**src/source/dwnld_pkg.sv**
```systemverilog
// Loader stream, program write and game variant types for the ROM download
package dwnld_pkg;

    // First byte of the alternate game set
    localparam logic [7:0] VARIANT_MARK = 8'h7E;

    typedef struct packed {
        logic        wr;
        logic [24:0] addr;   // Byte address
        logic [7:0]  dout;
    } ioctl_t;

    typedef struct packed {
        logic [21:0] addr;   // Word address, or PROM offset
        logic [7:0]  data;
        logic [1:0]  mask;   // Active low byte enables
    } prog_wr_t;

    typedef enum logic {
        VARIANT_BASE,
        VARIANT_ALT
    } game_variant_e;

endpackage

```
**src/source/rom_pkg.sv**
```systemverilog
// ROM read side types shared by the client slots and the SDRAM read arbiter
package rom_pkg;

    // Slot request lines into the arbiter
    localparam int NUM_SLOTS = 4;

    // SDRAM address of one 16-bit word
    typedef logic [21:0] sdram_addr_t;

    // One read beat, two consecutive words, lower address in the low half
    typedef logic [31:0] sdram_data_t;

    typedef struct packed {
        logic        req;
        sdram_addr_t addr;
    } sdram_rd_t;

    typedef enum logic [1:0] {
        SLOT_IDLE,
        SLOT_WAIT,   // Miss sent to the arbiter
        SLOT_VALID   // Cached word usable
    } slot_state_e;

    typedef enum logic [1:0] {
        ARB_IDLE,
        ARB_ACK,     // Request out, waiting for sdram_ack
        ARB_DATA     // Waiting for data_rdy
    } arb_state_e;

endpackage
```
**src/source/game_rom_top.sv**
```systemverilog
// ROM access top joining the download unit, four client slots and the SDRAM read arbiter
`timescale 1ns/1ns

module game_rom_top (
    input  logic                     clk,
    input  logic                     reset,
    input  logic                     downloading,
    input  dwnld_pkg::ioctl_t        ioctl,
    output dwnld_pkg::prog_wr_t      prog,
    output logic                     prog_we,
    output logic                     prom_we,
    output dwnld_pkg::game_variant_e variant,
    input  logic                     main_cs,
    input  logic [17:0]              main_addr,
    output logic                     main_ok,
    output logic [7:0]               main_dout,
    input  logic                     sub_cs,
    input  logic [14:0]              sub_addr,
    output logic                     sub_ok,
    output logic [7:0]               sub_dout,
    input  logic                     snd_cs,
    input  logic [14:0]              snd_addr,
    output logic                     snd_ok,
    output logic [7:0]               snd_dout,
    input  logic                     gfx_cs,
    input  logic [17:0]              gfx_addr,
    output logic                     gfx_ok,
    output logic [31:0]              gfx_dout,
    output rom_pkg::sdram_rd_t       sdram,
    input  logic                     sdram_ack,
    input  logic                     data_rdy,
    input  rom_pkg::sdram_data_t     data_read
);
    localparam rom_pkg::sdram_addr_t SUB_OFFSET = 22'h1_4000;
    localparam rom_pkg::sdram_addr_t SND_OFFSET = 22'h1_8000;
    localparam rom_pkg::sdram_addr_t GFX_OFFSET = 22'h2_0000;
    localparam logic [24:0]          PROM_START = 25'hC_0000;   // Colour PROMs

    logic [rom_pkg::NUM_SLOTS-1:0]                 slot_req, slot_grant, slot_valid;
    rom_pkg::sdram_addr_t [rom_pkg::NUM_SLOTS-1:0] slot_addr;
    rom_pkg::sdram_data_t                          rd_data;

    prog_download #(.PROM_START(PROM_START)) u_dwnld (
        .clk(clk), .reset(reset), .downloading(downloading), .ioctl(ioctl),
        .sdram_ack(sdram_ack), .prog(prog), .prog_we(prog_we), .prom_we(prom_we),
        .variant(variant)
    );

    rom_slot #(.AW(18), .DW(8), .OFFSET(22'h0)) u_main (   // Main CPU
        .clk(clk), .reset(reset), .downloading(downloading), .cs(main_cs),
        .addr(main_addr), .grant(slot_grant[0]), .data_valid(slot_valid[0]),
        .data_in(rd_data), .ok(main_ok), .dout(main_dout),
        .req(slot_req[0]), .req_addr(slot_addr[0])
    );

    rom_slot #(.AW(15), .DW(8), .OFFSET(SUB_OFFSET)) u_sub (
        .clk(clk), .reset(reset), .downloading(downloading), .cs(sub_cs),
        .addr(sub_addr), .grant(slot_grant[1]), .data_valid(slot_valid[1]),
        .data_in(rd_data), .ok(sub_ok), .dout(sub_dout),
        .req(slot_req[1]), .req_addr(slot_addr[1])
    );

    rom_slot #(.AW(15), .DW(8), .OFFSET(SND_OFFSET)) u_snd (
        .clk(clk), .reset(reset), .downloading(downloading), .cs(snd_cs),
        .addr(snd_addr), .grant(slot_grant[2]), .data_valid(slot_valid[2]),
        .data_in(rd_data), .ok(snd_ok), .dout(snd_dout),
        .req(slot_req[2]), .req_addr(slot_addr[2])
    );

    rom_slot #(.AW(18), .DW(32), .OFFSET(GFX_OFFSET)) u_gfx (   // Full beats
        .clk(clk), .reset(reset), .downloading(downloading), .cs(gfx_cs),
        .addr(gfx_addr), .grant(slot_grant[3]), .data_valid(slot_valid[3]),
        .data_in(rd_data), .ok(gfx_ok), .dout(gfx_dout),
        .req(slot_req[3]), .req_addr(slot_addr[3])
    );

    rom_arbiter u_arb (
        .clk(clk), .reset(reset), .downloading(downloading),
        .req(slot_req), .req_addr(slot_addr),
        .sdram_ack(sdram_ack), .data_rdy(data_rdy), .data_read(data_read),
        .sdram(sdram), .grant(slot_grant), .data_valid(slot_valid), .data_out(rd_data)
    );

endmodule

```
**src/source/prog_download.sv**
```systemverilog
// Download unit turning loader bytes into SDRAM or PROM writes and detecting the game set
`timescale 1ns/1ns

module prog_download #(
    parameter logic [24:0] PROM_START = 25'hC_0000
) (
    input  logic                      clk,
    input  logic                      reset,
    input  logic                      downloading,
    input  dwnld_pkg::ioctl_t         ioctl,
    input  logic                      sdram_ack,
    output dwnld_pkg::prog_wr_t       prog,
    output logic                      prog_we,
    output logic                      prom_we,
    output dwnld_pkg::game_variant_e  variant
);
    logic        accept;
    logic        is_prom;
    logic [24:0] prom_off;

    assign accept   = downloading && ioctl.wr;
    assign is_prom  = ioctl.addr >= PROM_START;
    assign prom_off = ioctl.addr - PROM_START;

    always_ff @(posedge clk) begin
        if (reset) begin
            prog_we <= 1'b0;
            prom_we <= 1'b0;
            variant <= dwnld_pkg::VARIANT_BASE;
        end else begin
            prom_we <= 1'b0;   // Single cycle strobe
            if (accept) begin
                prog.data <= ioctl.dout;
                if (is_prom) begin
                    prom_we   <= 1'b1;
                    prog.addr <= prom_off[21:0];
                    prog.mask <= 2'b11;      // No SDRAM byte lane
                end else begin
                    prog_we   <= 1'b1;
                    prog.addr <= ioctl.addr[22:1];
                    prog.mask <= ioctl.addr[0] ? 2'b01 : 2'b10;
                end
                // First byte tells the game sets apart
                if (ioctl.addr == '0) begin
                    variant <= (ioctl.dout == dwnld_pkg::VARIANT_MARK) ?
                               dwnld_pkg::VARIANT_ALT : dwnld_pkg::VARIANT_BASE;
                end
            end else if (prog_we && sdram_ack) begin
                prog_we <= 1'b0;
            end
        end
    end

endmodule

```
**src/source/rom_arbiter.sv**
```systemverilog
// Round-robin arbiter sharing the single SDRAM read port between the ROM slots
`timescale 1ns/1ns

module rom_arbiter (
    input  logic                                          clk,
    input  logic                                          reset,
    input  logic                                          downloading,
    input  logic [rom_pkg::NUM_SLOTS-1:0]                 req,
    input  rom_pkg::sdram_addr_t [rom_pkg::NUM_SLOTS-1:0] req_addr,
    input  logic                                          sdram_ack,
    input  logic                                          data_rdy,
    input  rom_pkg::sdram_data_t                          data_read,
    output rom_pkg::sdram_rd_t                            sdram,
    output logic [rom_pkg::NUM_SLOTS-1:0]                 grant,
    output logic [rom_pkg::NUM_SLOTS-1:0]                 data_valid,
    output rom_pkg::sdram_data_t                          data_out
);
    localparam int SW = $clog2(rom_pkg::NUM_SLOTS);

    rom_pkg::arb_state_e           state;
    logic [SW-1:0]                 last;    // Slot served most recently
    logic [SW-1:0]                 sel;     // Slot being served
    logic [SW-1:0]                 next;
    logic [SW-1:0]                 idx;
    logic                          found;
    logic [rom_pkg::NUM_SLOTS-1:0] sel_onehot;

    // First requester after the last one served
    always_comb begin
        next  = last;
        found = 1'b0;
        idx   = last;
        for (int i = 1; i <= rom_pkg::NUM_SLOTS; i++) begin
            idx = SW'((int'(last) + i) % rom_pkg::NUM_SLOTS);
            if (!found && req[idx]) begin
                next  = idx;
                found = 1'b1;
            end
        end
    end

    assign sel_onehot = {{(rom_pkg::NUM_SLOTS-1){1'b0}}, 1'b1} << sel;
    assign grant      = (state == rom_pkg::ARB_IDLE) ? '0 : sel_onehot;
    assign data_valid = (state == rom_pkg::ARB_DATA && data_rdy) ? sel_onehot : '0;
    assign data_out   = data_read;   // Only the strobed slot takes it

    always_ff @(posedge clk) begin
        if (reset) begin
            state     <= rom_pkg::ARB_IDLE;
            sdram.req <= 1'b0;
            last      <= SW'(rom_pkg::NUM_SLOTS - 1);   // Slot 0 goes first
            sel       <= '0;
        end else begin
            case (state)
                rom_pkg::ARB_IDLE: begin
                    // SDRAM belongs to the loader while downloading
                    if (found && !downloading) begin
                        sel        <= next;
                        sdram.req  <= 1'b1;
                        sdram.addr <= req_addr[next];
                        state      <= rom_pkg::ARB_ACK;
                    end
                end
                rom_pkg::ARB_ACK: begin
                    if (sdram_ack) begin
                        sdram.req <= 1'b0;
                        state     <= rom_pkg::ARB_DATA;
                    end
                end
                rom_pkg::ARB_DATA: begin
                    if (data_rdy) begin
                        last  <= sel;
                        state <= rom_pkg::ARB_IDLE;
                    end
                end
                default: state <= rom_pkg::ARB_IDLE;
            endcase
        end
    end

endmodule

```
**src/source/rom_slot.sv**
```systemverilog
// ROM client slot that maps a client address onto SDRAM and keeps one cached word
`timescale 1ns/1ns

module rom_slot #(
    parameter int                   AW     = 18,
    parameter int                   DW     = 8,
    parameter rom_pkg::sdram_addr_t OFFSET = '0
) (
    input  logic                 clk,
    input  logic                 reset,
    input  logic                 downloading,
    input  logic                 cs,
    input  logic [AW-1:0]        addr,
    input  logic                 grant,
    input  logic                 data_valid,
    input  rom_pkg::sdram_data_t data_in,
    output logic                 ok,
    output logic [DW-1:0]        dout,
    output logic                 req,
    output rom_pkg::sdram_addr_t req_addr
);
    rom_pkg::slot_state_e state;
    rom_pkg::sdram_addr_t word_addr;
    rom_pkg::sdram_addr_t cache_addr;
    rom_pkg::sdram_data_t cache_data;
    logic [AW-1:0]        ok_addr;   // Client address that dout belongs to
    logic                 ok_q;
    logic                 hit;

    // Byte lane for 8-bit clients, whole beat otherwise
    function automatic logic [DW-1:0] pick(rom_pkg::sdram_data_t beat, logic odd);
        if (DW == 32) begin
            return DW'(beat);
        end
        return DW'(odd ? beat[15:8] : beat[7:0]);
    endfunction

    // 8-bit clients address bytes, 32-bit clients address two-word beats
    assign word_addr = (DW == 32) ? OFFSET + rom_pkg::sdram_addr_t'({addr, 1'b0})
                                  : OFFSET + rom_pkg::sdram_addr_t'(addr >> 1);

    assign hit = (state == rom_pkg::SLOT_VALID) && (word_addr == cache_addr);
    assign ok  = ok_q && cs && (addr == ok_addr);   // Drops at once on a new address

    always_ff @(posedge clk) begin
        if (reset) begin
            state <= rom_pkg::SLOT_IDLE;
            ok_q  <= 1'b0;
            req   <= 1'b0;
        end else if (downloading) begin
            state <= rom_pkg::SLOT_IDLE;   // ROM contents are changing
            ok_q  <= 1'b0;
            req   <= 1'b0;
        end else begin
            case (state)
                rom_pkg::SLOT_WAIT: begin
                    if (grant) begin
                        req <= 1'b0;   // Arbiter holds the address now
                    end
                    if (data_valid) begin
                        state      <= rom_pkg::SLOT_VALID;
                        cache_addr <= req_addr;
                        cache_data <= data_in;
                        ok_q       <= cs && (word_addr == req_addr);
                        ok_addr    <= addr;
                        dout       <= pick(data_in, addr[0]);
                    end
                end
                default: begin
                    ok_q    <= cs && hit;
                    ok_addr <= addr;
                    dout    <= pick(cache_data, addr[0]);
                    if (cs && !hit) begin
                        state    <= rom_pkg::SLOT_WAIT;
                        req      <= 1'b1;
                        req_addr <= word_addr;
                    end
                end
            endcase
        end
    end

endmodule

```
**config.mk**
```make
export PLATFORM = sky130hd
export DESIGN_NAME = game_rom_top
export DESIGN_NICKNAME = d
export VERILOG_FILES = /design/src/source/dwnld_pkg.sv /design/src/source/rom_pkg.sv /design/src/source/game_rom_top.sv /design/src/source/prog_download.sv /design/src/source/rom_arbiter.sv /design/src/source/rom_slot.sv
export SDC_FILE = /design/constraint.sdc
export NUM_CORES = 1
export LEC_CHECK = 0
export BUFFER_PORTS_ARGS = -buffer_cell sky130_fd_sc_hd__buf_2
export CAP_MARGIN = 30
export CORE_UTILIZATION = 30
export CTS_CLUSTER_SIZE = 8
export DETAILED_ROUTE_END_ITERATION = 8
export MAX_ROUTING_LAYER = met4
export PLACE_DENSITY = 0.56
export RECOVER_POWER = 25
export SYNTH_ARGS = -nofsm -noshare
export SYNTH_HDL_FRONTEND = slang
export SYNTH_SLANG_ARGS = --single-unit
export TNS_END_PERCENT = 10
```
**constraint.sdc**
```tcl
create_clock -name clk -period 6.6 [get_ports clk]
set_input_delay 0.33 -clock clk [delete_from_list [all_inputs] [get_ports clk]]
set_output_delay 0.33 -clock clk [all_outputs]
set_load 0.01 [all_outputs]
```
Yosys cells after proc, flatten, opt, wreduce, memory -nomap -nowiden
Index checks and enable logic that the tools add are counted.

Add/sub/neg operators: 8. Div/mod/pow operators: 0. Bitwise operators: 7. $mul: 0. Equality and inequality tests: 35. Reduce and logical (&&, ||, !) cells: 77. Shift operators: 1. $lt $le $gt $ge: 6. Mux-type cells: 99.

Operators by type and width (number): == test 22 bit (6); 2-to-1 mux 32 bit (4); 2-to-1 mux 8 bit (14); 2-to-1 mux 18 bit (4); 2-to-1 mux 15 bit (4); binary-select mux 22 bit (select 2 bit) (1); 2-to-1 mux 22 bit (2); 2-to-1 mux 1 bit (41); 2-to-1 mux 2 bit (20); adder 17 x 14 -> 18 bit (first input constant) (2); == test 18 bit (2); == test 17 bit (2); AND reduction 4 bit (8); logical AND 1 bit (31); == test 15 bit (2); AND reduction 2 bit (13); greater-or-equal comparator 25 x 20 -> 1 bit (second input constant) (1); zero test 25 bit (1); != test 2 bit (second input constant) (12); 2-to-1 mux 23 bit (1); subtractor 22 x 20 -> 22 bit (second input constant) (1); AND reduction 3 bit (7); adder 18 x 19 -> 20 bit (first input constant) (1); less-than comparator 2 x 3 -> 1 bit (second input constant) (5); 15 further kinds (48).

Memory bits (writable): 0. Memories: 0. Logic and storage cells: 276. Bits in latches: 0. Register bits after elaboration: 448. Input port bits: 141. Bits in read-only memories: 0. Output and inout port bits: 118.

Depth between registers and ports, before layout
Gate-level depths: netlist (run 1).

Depth after elaboration: 17. Mapped depth: 7. Depth with buffers taken out: 6.

By module
From an unflattened synthesis (run 1), not the netlist that was laid out.

Cells, all modules: 1133. Area total of the unflattened synthesis: 17690.7 µm².

By module, submodules not included: rom_slot at u_snd ... (seq. area each 2092.0 µm², instances 2, cells an instance 169, area an instance 2969.1 µm²); rom_slot at u_gfx (seq. area each 3683.5 µm², instances 1, cells an instance 332, area an instance 4879.7 µm²); rom_slot at u_main (seq. area each 2362.3 µm², instances 1, cells an instance 186, area an instance 3285.7 µm²); rom_arbiter (seq. area each 800.8 µm², instances 1, cells an instance 182, area an instance 2073.2 µm²); prog_download (seq. area each 1021.0 µm², instances 1, cells an instance 95, area an instance 1514.0 µm²).

Worst setup path before layout (run 1)
No wires, ideal clock.

Path kind: reg-to-reg. From: reg u_gfx.state[0]. To: reg u_gfx.cache_addr[10] (enable). Required time: 6.140 ns. Path buffers: 1. Cell stages (with the launch flop): 5. Data arrival time: 3.039 ns. Clock period less this slack: 3.499 ns. Slack: 3.101 ns. Setup time: 0.460 ns. Cell sequence: dfxtp_1 nor2b_1 clkbuf_1 nand4_1 nor2_1.

Cells in the longest elaborated chain, start to end: 2.

RTL lines: start, declared (line rom_slot.sv:22) `rom_pkg::slot_state_e state;`; start signal, assigned (line rom_slot.sv:47) `state <= rom_pkg::SLOT_IDLE;`; start signal, assigned (line rom_slot.sv:51) `state <= rom_pkg::SLOT_IDLE;`; start signal, assigned (line rom_slot.sv:61) `state <= rom_pkg::SLOT_VALID;`; == test 2 x 1 -> 1 bit (line rom_slot.sv:55) `case (state)`; AND reduction 4 bit (no source line); end signal, assigned (line rom_slot.sv:62) `cache_addr <= req_addr;`; end, declared (line rom_slot.sv:24) `rom_pkg::sdram_addr_t cache_addr;`.

No other way between the ends. A chain may end at the register's enable or synchronous reset.

Worst setup path in the final report (run 1)
From: reg u_gfx.state[1]. To: reg u_gfx.ok_addr[7] (enable).

Cells in the longest elaborated chain, start to end: 3.

RTL lines: == test 2 x 1 -> 1 bit (line rom_slot.sv:55); != test 2 bit (no source line); AND reduction 3 bit (no source line); end signal, assigned (line rom_slot.sv:65) `ok_addr <= addr;`; end signal, assigned (line rom_slot.sv:71) `ok_addr <= addr;`; end, declared (line rom_slot.sv:26) `logic [AW-1:0] ok_addr;`.

No other way between the ends.

==> reports/results.ini, run 1 <==
[run]
maxCapViolCount = 0

[synthesis]
synth_common_cells = edfxtp_1 (382), nand2_1 (113), xnor2_1 (111)
yosys.area_share.adder_pct = 0.222
yosysTopAreaCell = edfxtp_1
synth_edf_count = 382
ys_types = 59
synth_top_family_by_area = XOR/XNOR gates
synthFlopType = edfxtp_1
syn_inst = 1063
synth_area_leaders = edfxtp_1 (68%), xnor2_1 (5.8%), xor2_1 (4.4%)
muxShareOfSynthArea_pct = 7.02
async_flop_share_pct = 0
ys_warn_count = 0
syn_area_sq_mm = 0.0169
synth_compound_area_share_pct = 2.31
synth-seq-area-share_pct = 71.1
yosys.area_share.xor_xnor_pct = 10.2
synth_top_cell_area_share_pct = 68.0
synth.avg_cell_area_sq_um = 15.9
yosysMostFrequentCell = edfxtp_1
synthSimpleGateAreaFrac_pct = 8.01
synth-seq-cells = 408

[route]
drt_wl_total_um = 44800
wl_met2_um = 21200
routed-via-count = 10328
wl_met1_um = 20200
drc_errors = 0
top_layer_used = met4
drt_iter0_drc = 721
firstDrtPassIters = 5
met3_length_um = 2220
avgRoutedWirePerCell_um = 20.1
viasPerCell = 4.63
ant_nets = 0

[outcome]
status = finished clean

[critical_path]
cp_slowest_cell = nor2_4
cpMostUsedCell = buf_4
startpoint_type = flip-flop
critPathCaptureType = flip-flop
worstReg2RegEnd = u_gfx.ok_addr[7]
ff2ff_path_depth = 6
r2r_start = u_gfx.state[1]
worstPathMaxFanout = 28
critPathBufInv = 3
crit_chain = inv_1 > nand2_1 > buf_4 > a31oi_1 > nor2_4 > buf_4
critical_path_class = flip-flop to flip-flop
crit_start = u_gfx.state[1]
path_delay_family = simple AND/OR/NAND/NOR gates
crit_required_ns = 6.87
r2r_slack_ns = 3.74
cpPeakStageDelay_ns = 0.63
crit_arrival_ns = 3.13

[cts]
cts_buffers = 57
cts_tree = built
root_buffer = clkbuf_16
clk_pin_slew_ns = 0.05
cts_resized = 0
clk_path_buf_depth = 3
clock_latency_ns = 0.61
cts.sinks = 408
htreeDepth = 2

[worst_hold_path]
hold_depth = 2
hold_path_class = primary input to flip-flop
hp-start = sub_cs
whs_endpoint = u_sub.ok_q

[sta]
slew_headroom_pct = 31.9
rsz0062_at_grt = no
tns_ns = 0
post-route-min-period_ns = 2.86
hold_viol = 0
slew_violations = 0
clock_skew_ns = 0.0222
max_freq_mhz = 350
setup_slack_ns = 3.74
min_period_over_period_pct = 43.3
final-setup-viol-count = 0
worst_pin_slew_ns = 1.01

[global_routing]
grt_pass1_vias = 10605
grt_max_degree = 52
grt_pass1_wl_um = 66300
antenna_found_initial = 3
grt_usage_pct = 16.1
overflow = 0

[pwr]
comb_power_share_pct = 7.4
p_leak_nw = 7.50
switching_share_pct = 22.9
pwr-share-seq_pct = 47.8
power_frac_clock_pct = 44.8
ir_worst_vdd_mv = 0.177
switchingPower_mw = 1.42
powerDensity_mw_per_mm2 = 288
p_int_mw = 4.76

[placement]
dpl_worst_slack_ns = 3.69
globalplace.congestion = 0.814
dpl_cell_area_sq_mm = 0.0192
placed_cells = 2055
portBuffers = 256
dp_hpwl_um = 31300

[final_layout]
fin_area_sq_mm = 0.0214
drive_above_1_share_pct = 20.6
fin_util_pct = 38.7
areaGrowthSynthToFinish_pct = 27.0
final_cells = 2232
n_fill_cell = 5311
nets = 1578

[floorplan]
fp.dieH_um = 239
start_util_pct = 30.5
fp.coreArea_sq_mm = 0.0553
placementRows = 86
die-area_sq_mm = 0.0572
die_x_um = 239
ios = 259

## how the worst max path moves through the flow
stage / end / slack [ns] / cells after the start
final: u_gfx.ok_addr[7] / 3.74 / 6
after CTS: u_gfx.ok_addr[17] / 3.67 / 6
after global placement: u_gfx.ok_addr[15] / 3.75 / 6
after global routing: u_gfx.ok_addr[7] / 3.48 / 6
after floorplan: u_gfx.cache_addr[10] / 3.10 / 4
after detailed placement: u_gfx.ok_addr[15] / 3.69 / 6
## flip-flops by register name (all words and copies together) (netlist names), 18 cells and up
name,count
u_gfx.ok_addr,18
u_gfx.cache_data,32
u_main.ok_addr,18
u_gfx.req_addr,19
u_gfx.dout,32
u_dwnld.prog,32
u_gfx.cache_addr,19
u_arb.sdram,21
## power groups by stage
stage                     Combinational, mW  Clock [mW]  Sequential (mW)
after floorplan                       0.219           0             3.01
after CTS                             0.473        2.86             2.96
after global placement                0.430           0             3.01
after global routing                  0.496        2.94             2.96
final                                 0.455        2.77             2.96
after detailed placement              0.438           0             3.01
## repair_timing
action / CTS / global route
buffers inserted: 0 / 0
hold endpoints to repair: 120 / 0
hold buffers: 67 / 0
## final cells by class
| type | count | area (sq um) | share of cell area [%] |
|---|---|---|---|
| flip-flops and latches | 408 | 12000 | 56.0 |
| inverters | 12 | 45.0 | 0.210 |
| well taps | 748 | 936 | 4.37 |
| multi-input cells | 613 | 4760 | 22.2 |
| diodes | 3 | 7.51 | 0.0350 |
| clock buffers | 101 | 1590 | 7.43 |
| repair buffers | 342 | 2000 | 9.31 |
| clock inverters | 5 | 101 | 0.473 |
## metrics by stage
stage	hold WS (ns)	power (mW)
after floorplan	0.429	3.23
after CTS	0.000844	6.29
after detailed placement	0.456	3.44
after global placement	0.451	3.44
final	0.0575	6.18
after global routing	0.0452	6.40
## cells in the final DEF (no fill, tap or decap), types with 2 or more instances in the layout
cell / count
clkbuf_1: 144
nor2_1: 20
inv_1: 12
nor2_2: 4
edfxtp_1: 382
mux4_2: 24
mux2i_1: 43
xor2_1: 85
dlygate4sd3_1: 67
nor2_4: 3
nand4b_1: 4
ha_1: 3
nand2b_1: 12
nand2_1: 113
buf_2: 155
o21ai_0: 11
conb_1: 2
buf_4: 17
nor4_1: 29
a31oi_1: 4
a21oi_1: 11
nand3_1: 13
o211ai_1: 2
o21bai_1: 2
mux2_2: 19
nand4_1: 37
dfxtp_1: 26
xnor2_1: 111
a31o_2: 4
diode_2: 3
and3_1: 4
clkbuf_16: 57
o2bb2ai_1: 2
nor2b_1: 3
nand3b_1: 3
nor3_1: 13
## cell families after synthesis
family | count (synthesis)
AO/OA/AOI/OAI | 54
XOR/XNOR | 196
adder cells (fa/ha/maj) | 3
buffers and inverters | 43
flip-flops | 408
multiplexers | 86
other | 1
AND/OR/NAND/NOR | 272
## routing by layer
| metal | track usage (%) | vias to the layer above |
|---|---|---|
| met5 | - | - |
| met4 | 5.50 | 0 |
| met3 | 2.89 | 76 |
| met2 | 24.9 | 323 |
| met1 | 21.2 | 5168 |
| li1 | - | 4761 |
Note: power is estimated with default switching activity, not from simulation.
==> inputs of run 2 (changes only) <==
==> constraint.sdc (replaced) <==
create_clock -name clk -period 2.7 [get_ports clk]
set_input_delay 0.135 -clock clk [delete_from_list [all_inputs] [get_ports clk]]
set_output_delay 0.135 -clock clk [all_outputs]
set_load 0.01 [all_outputs]
==> run 2 against run 1 <==
Effect of this change:
- routed wire length grew 1.8%
- flip-flop and latch count unchanged
- first-iteration DRC count fell by 19%
- worst hold slack better by 0.031 ns
- register-to-register slack worse by 3.3 ns
- utilization grew 1.6 points
- largest power group unchanged
- combinational power rose to 2.7 times the previous value
- sequential share of layout area decreased by 2.2 points
- global-route usage rose by 0.45 points
- final cell count up 4.3%
- cell area up 4.2%
- sequential power increased by 140%
==> reports/results.ini, run 2 (synthesis results as in run 1) <==
[critical_path]
cp_slowest_cell = dlygate4sd3_1
cpMostUsedCell = dlygate4sd3_1
crit_chain = dlygate4sd3_1 > buf_2 > nor3_1 > nand2_1 > a211oi_4 > buf_4 > mux2_2 > dlygate4sd3_1
worstPathMaxFanout = 12
path_delay_family = buffers and inverters
crit_required_ns = 3.05
critPathCaptureType = flip-flop
critical_path_class = primary input to flip-flop
startpoint_type = primary input
cpPeakStageDelay_ns = 0.55
critPathBufInv = 4
crit_arrival_ns = 2.94

[route]
viasPerCell = 4.52
routed-via-count = 10529
ant_nets = 0
drt_wl_total_um = 45600
drc_errors = 0
drt_iter0_drc = 581
firstDrtPassIters = 5
avgRoutedWirePerCell_um = 19.6

[cts]
cts_buffers = 57
root_buffer = clkbuf_16
clock_latency_ns = 0.63
clk_pin_slew_ns = 0.05
htreeDepth = 2
clk_path_buf_depth = 3
post_cts_buffers = 0
cts_tree = built
cts_resized = 0
cts.sinks = 408

[worst_hold_path]
hold_path_class = primary input to flip-flop

[floorplan]
fp.coreArea_sq_mm = 0.0553
fp.dieH_um = 239
die_x_um = 239
ios = 259
placementRows = 86
start_util_pct = 30.5
die-area_sq_mm = 0.0572

[sta]
worst_pin_slew_ns = 0.822
holdWs_ns = 0.0889
post-route-min-period_ns = 2.59
slew_headroom_pct = 45.2
final-setup-viol-count = 0
hold_viol = 0
rsz0062_at_grt = no
slew_violations = 0
max_freq_mhz = 386
clock_skew_ns = 0.0261
tns_ns = 0
min_period_over_period_pct = 96.0

[placement]
globalplace.congestion = 0.823
portBuffers = 256
dp_hpwl_um = 31200

[final_layout]
layout_common_cells = edfxtp_1 (382), buf_2 (159), dlygate4sd3_1 (149), clkbuf_1 (141), nand2_1 (113)
reg_top3 = u_dwnld.prog x32, u_gfx.cache_data x32, u_gfx.dout x32
areaGrowthSynthToFinish_pct = 32.3
drive_above_1_share_pct = 20.4
multi_input_area_sq_mm = 0.00475
n_fill_cell = 5277
final_common_cell = edfxtp_1
fin_util_pct = 40.4
nets = 1673
regArea_sq_mm = 0.0120

[pwr]
ir_worst_vdd_mv = 0.509
p_leak_nw = 7.92
powerDensity_mw_per_mm2 = 682
design_power_total_mw = 15.2

[global_routing]
grt_pass1_vias = 11125
antenna_found_initial = 2
grt_pass1_wl_um = 68100
overflow = 0
grt_max_degree = 51
grt_usage_pct = 16.5

[outcome]
status = finished clean

[run]
maxCapViolCount = 0

-- run 2: cell count changes in the layout (fill, tap and decap cells not counted), moves of 2 or more --
cell,change
buf_4,+13
buf_12,+2
dlygate4sd3_1,+82
inv_16,+2
buf_2,+4
clkbuf_1,-3
-- run 2: cell type report --
class | count | share of cell area, %
flip-flops and latches | 408 | 53.7
multi-input cells | 613 | 21.3
repair buffers | 437 | 13.1
clock buffers | 103 | 7.21
well taps | 748 | 4.19
clock inverters | 4 | 0.308
inverters | 12 | 0.202
diodes | 2 | 0.0224
-- run 2: repair_timing --
| action | CTS | global route |
|---|---|---|
| endpoints found under the setup margin | 0 | 5 |
| hold endpoints to repair | 296 | 0 |
| hold buffers | 149 | 0 |
-- run 2: worst paths after layout --
path / from / end / slack, ns / cells after the start
worst max-delay path: ioctl[30] / u_dwnld.prog[11] / 0.11 / 8
worst max register to register: u_arb.state[1] / u_snd.cache_data[4] / 0.43 / 5
worst min register to register: u_dwnld.prog_we / u_dwnld.prog_we / 0.48 / 2
worst min-delay path: downloading / u_dwnld.prom_we / 0.09 / 3
-- run 2: worst reg2reg max path: cells and delay by family, from the launching register on --
kind	cells	cell delay [ns]
buffers and inverters	1	0.26
flip-flops	1	0.53
AND/OR/NAND/NOR	4	1.15
-- run 2: stage by stage --
| step | instance area (sq um) | worst slack (ns) | cells |
|---|---|---|---|
| CTS | 22400 | 0.154 | 2325 |
| finish | 22300 | 0.109 | 2327 |
| floorplan | 16900 | -0.675 | 1064 |
| detailed placement | 19300 | 0.441 | 2069 |
| global route | 22300 | 0.0131 | 2327 |
| global placement | 19300 | 0.528 | 2069 |
-- run 2: routing by layer --
layer / track usage [%] / vias to the layer above / routed length, um
met2: 26.0 / 294 / 21500
met4: 5.40 / 0 / 1270
met3: 4.48 / 86 / 2860
met5: - / - / 0
li1: - / 4955 / -
met1: 20.6 / 5194 / 20000
-- run 2: where the power goes --
part	internal (mW)	switching (mW)	total, mW
Clock	4.01	2.77	6.77
Combinational	0.553	0.675	1.23
Sequential	7.12	0.0987	7.22
Total	11.7	3.54	15.2
==> inputs of run 3 (changes only) <==
--- a/config.mk
+++ b/config.mk
@@ -10,7 +10,6 @@
 export CORE_UTILIZATION = 30
 export CTS_CLUSTER_SIZE = 8
 export DETAILED_ROUTE_END_ITERATION = 8
-export MAX_ROUTING_LAYER = met4
 export PLACE_DENSITY = 0.56
 export RECOVER_POWER = 25
 export SYNTH_ARGS = -nofsm -noshare
==> run 3 against run 2 <==
Effect of this change:
- maximum frequency is 0.18% higher
- register-to-register slack about the same
- routed wire length decreased by 0.15%
- non-clock buffer count stayed put
- utilization about the same
- clock-buffer cell count did not move
- sequential share of layout area is essentially flat
- clock skew down 0.0021 ns
- critical path type unchanged
- critical endpoint unchanged
- largest power group unchanged
==> reports/results.ini, run 3 (synthesis results as in run 1) <==
[critical_path]
cp_slowest_cell = dlygate4sd3_1
worstPathMaxFanout = 12
critPathCaptureType = flip-flop
cpPeakStageDelay_ns = 0.55
critical_path_class = primary input to flip-flop
crit_arrival_ns = 2.94
cpMostUsedCell = dlygate4sd3_1
startpoint_type = primary input
crit_chain = dlygate4sd3_1 > buf_2 > nor3_1 > nand2_1 > a211oi_4 > buf_4 > mux2_2 > dlygate4sd3_1
crit_required_ns = 3.05

[cts]
clk_pin_slew_ns = 0.05
root_buffer = clkbuf_16
clock_latency_ns = 0.63
cts_resized = 0
cts_tree = built
cts_buffers = 57
clk_path_buf_depth = 3
post_cts_buffers = 0
htreeDepth = 2
cts.sinks = 408

[sta]
final-setup-viol-count = 0
hold_viol = 0
rsz0062_at_grt = no
post-route-min-period_ns = 2.59
holdWs_ns = 0.0864
worst_pin_slew_ns = 0.819
max_freq_mhz = 387
slew_violations = 0
clock_skew_ns = 0.0240
tns_ns = 0
min_period_over_period_pct = 95.8
slew_headroom_pct = 45.4

[final_layout]
nets = 1673
areaGrowthSynthToFinish_pct = 32.3
drive_above_1_share_pct = 20.4
fin_area_sq_mm = 0.0223
final_common_cell = edfxtp_1
layout_common_cells = edfxtp_1 (382), buf_2 (159), dlygate4sd3_1 (149), clkbuf_1 (141), nand2_1 (113)
reg_top3 = u_dwnld.prog x32, u_gfx.cache_data x32, u_gfx.dout x32

[route]
routed-via-count = 10532
drt_iter0_drc = 599
firstDrtPassIters = 5
avgRoutedWirePerCell_um = 19.6
viasPerCell = 4.53
drc_errors = 0
ant_nets = 0
drt_wl_total_um = 45500

[global_routing]
grt_pass1_wl_um = 68000
antenna_found_initial = 2
grt_usage_pct = 16.0
grt_max_degree = 51
grt_pass1_vias = 11146
overflow = 0

[floorplan]
ios = 259
die_x_um = 239
placementRows = 86
start_util_pct = 30.5
fp.dieH_um = 239
die-area_sq_mm = 0.0572
fp.coreArea_sq_mm = 0.0553

[placement]
dp_hpwl_um = 31200
globalplace.congestion = 0.810
portBuffers = 256
dpl_cell_area_sq_mm = 0.0193

[run]
maxCapViolCount = 0

[pwr]
design_power_total_mw = 15.2
powerDensity_mw_per_mm2 = 682
ir_worst_vdd_mv = 0.508
p_leak_nw = 7.92

[worst_hold_path]
hold_path_class = primary input to flip-flop

[outcome]
status = finished clean

==> run 3: changes by cell type in the layout (fill, tap and decap cells not counted) <==
cell	previous run	this run
diode_2	2	1
==> run 3: path summary, 6_finish.rpt <==
check / end / startpoint / depth (start not counted) / slack [ns]
setup reg to reg: u_snd.cache_data[4] / u_arb.state[1] / 5 / 0.44
hold reg to reg: u_dwnld.prog_we / u_dwnld.prog_we / 2 / 0.48
hold / removal: u_dwnld.prom_we / downloading / 3 / 0.09
setup / recovery: u_dwnld.prog[11] / ioctl[30] / 8 / 0.11
==> run 3: stage by stage <==
step | utilization, % | setup slack [ns] | std cells
after floorplan | - | -0.675 | 1064
after global placement | 34.8 | 0.528 | 2069
after detailed placement | 34.8 | 0.441 | 2069
after CTS | 40.6 | 0.154 | 2325
after global routing | 40.4 | 0.0130 | 2326
final | 40.4 | 0.113 | 2326
==> run 3: metal layers <==
metal  GRT usage [%]  up-vias  routed length, um
met5               0        -                 10
met4            5.40        2               1300
met3            4.48       88               2930
met2            26.0      293              21500
met1            20.5     5195              19800
li1                -     4954                  -
==> run 3: final cells by class <==
cell class | instances | area [sq um]
Inverter | 12 | 45.0
Multi-Input combinational cell | 613 | 4750
Tap cell | 748 | 936
Clock buffer | 103 | 1610
Fill cell | 5274 | 33000
Antenna cell | 1 | 2.50
Timing Repair Buffer | 437 | 2920
Sequential cell | 408 | 12000
Clock inverter | 4 | 68.8
==> run 3: worst max-delay path: cells and delay by family <==
family / cells / cell delay, ns
buffers and inverters: 4 / 1.53
AO/OA/AOI/OAI: 1 / 0.52
AND/OR/NAND/NOR: 2 / 0.40
multiplexers: 1 / 0.35
==> run 3: where the power goes <==
part / internal (mW) / total, mW / switching (mW)
combinational: 0.553 / 1.23 / 0.675
sequential: 7.12 / 7.22 / 0.0982
clock: 4.01 / 6.78 / 2.77
total: 11.7 / 15.2 / 3.54
==> run 3: timing repair <==
action / CTS / global route
hold endpoints to repair: 296 / 0
hold buffers: 149 / 0
setup endpoints to repair: 0 / 5
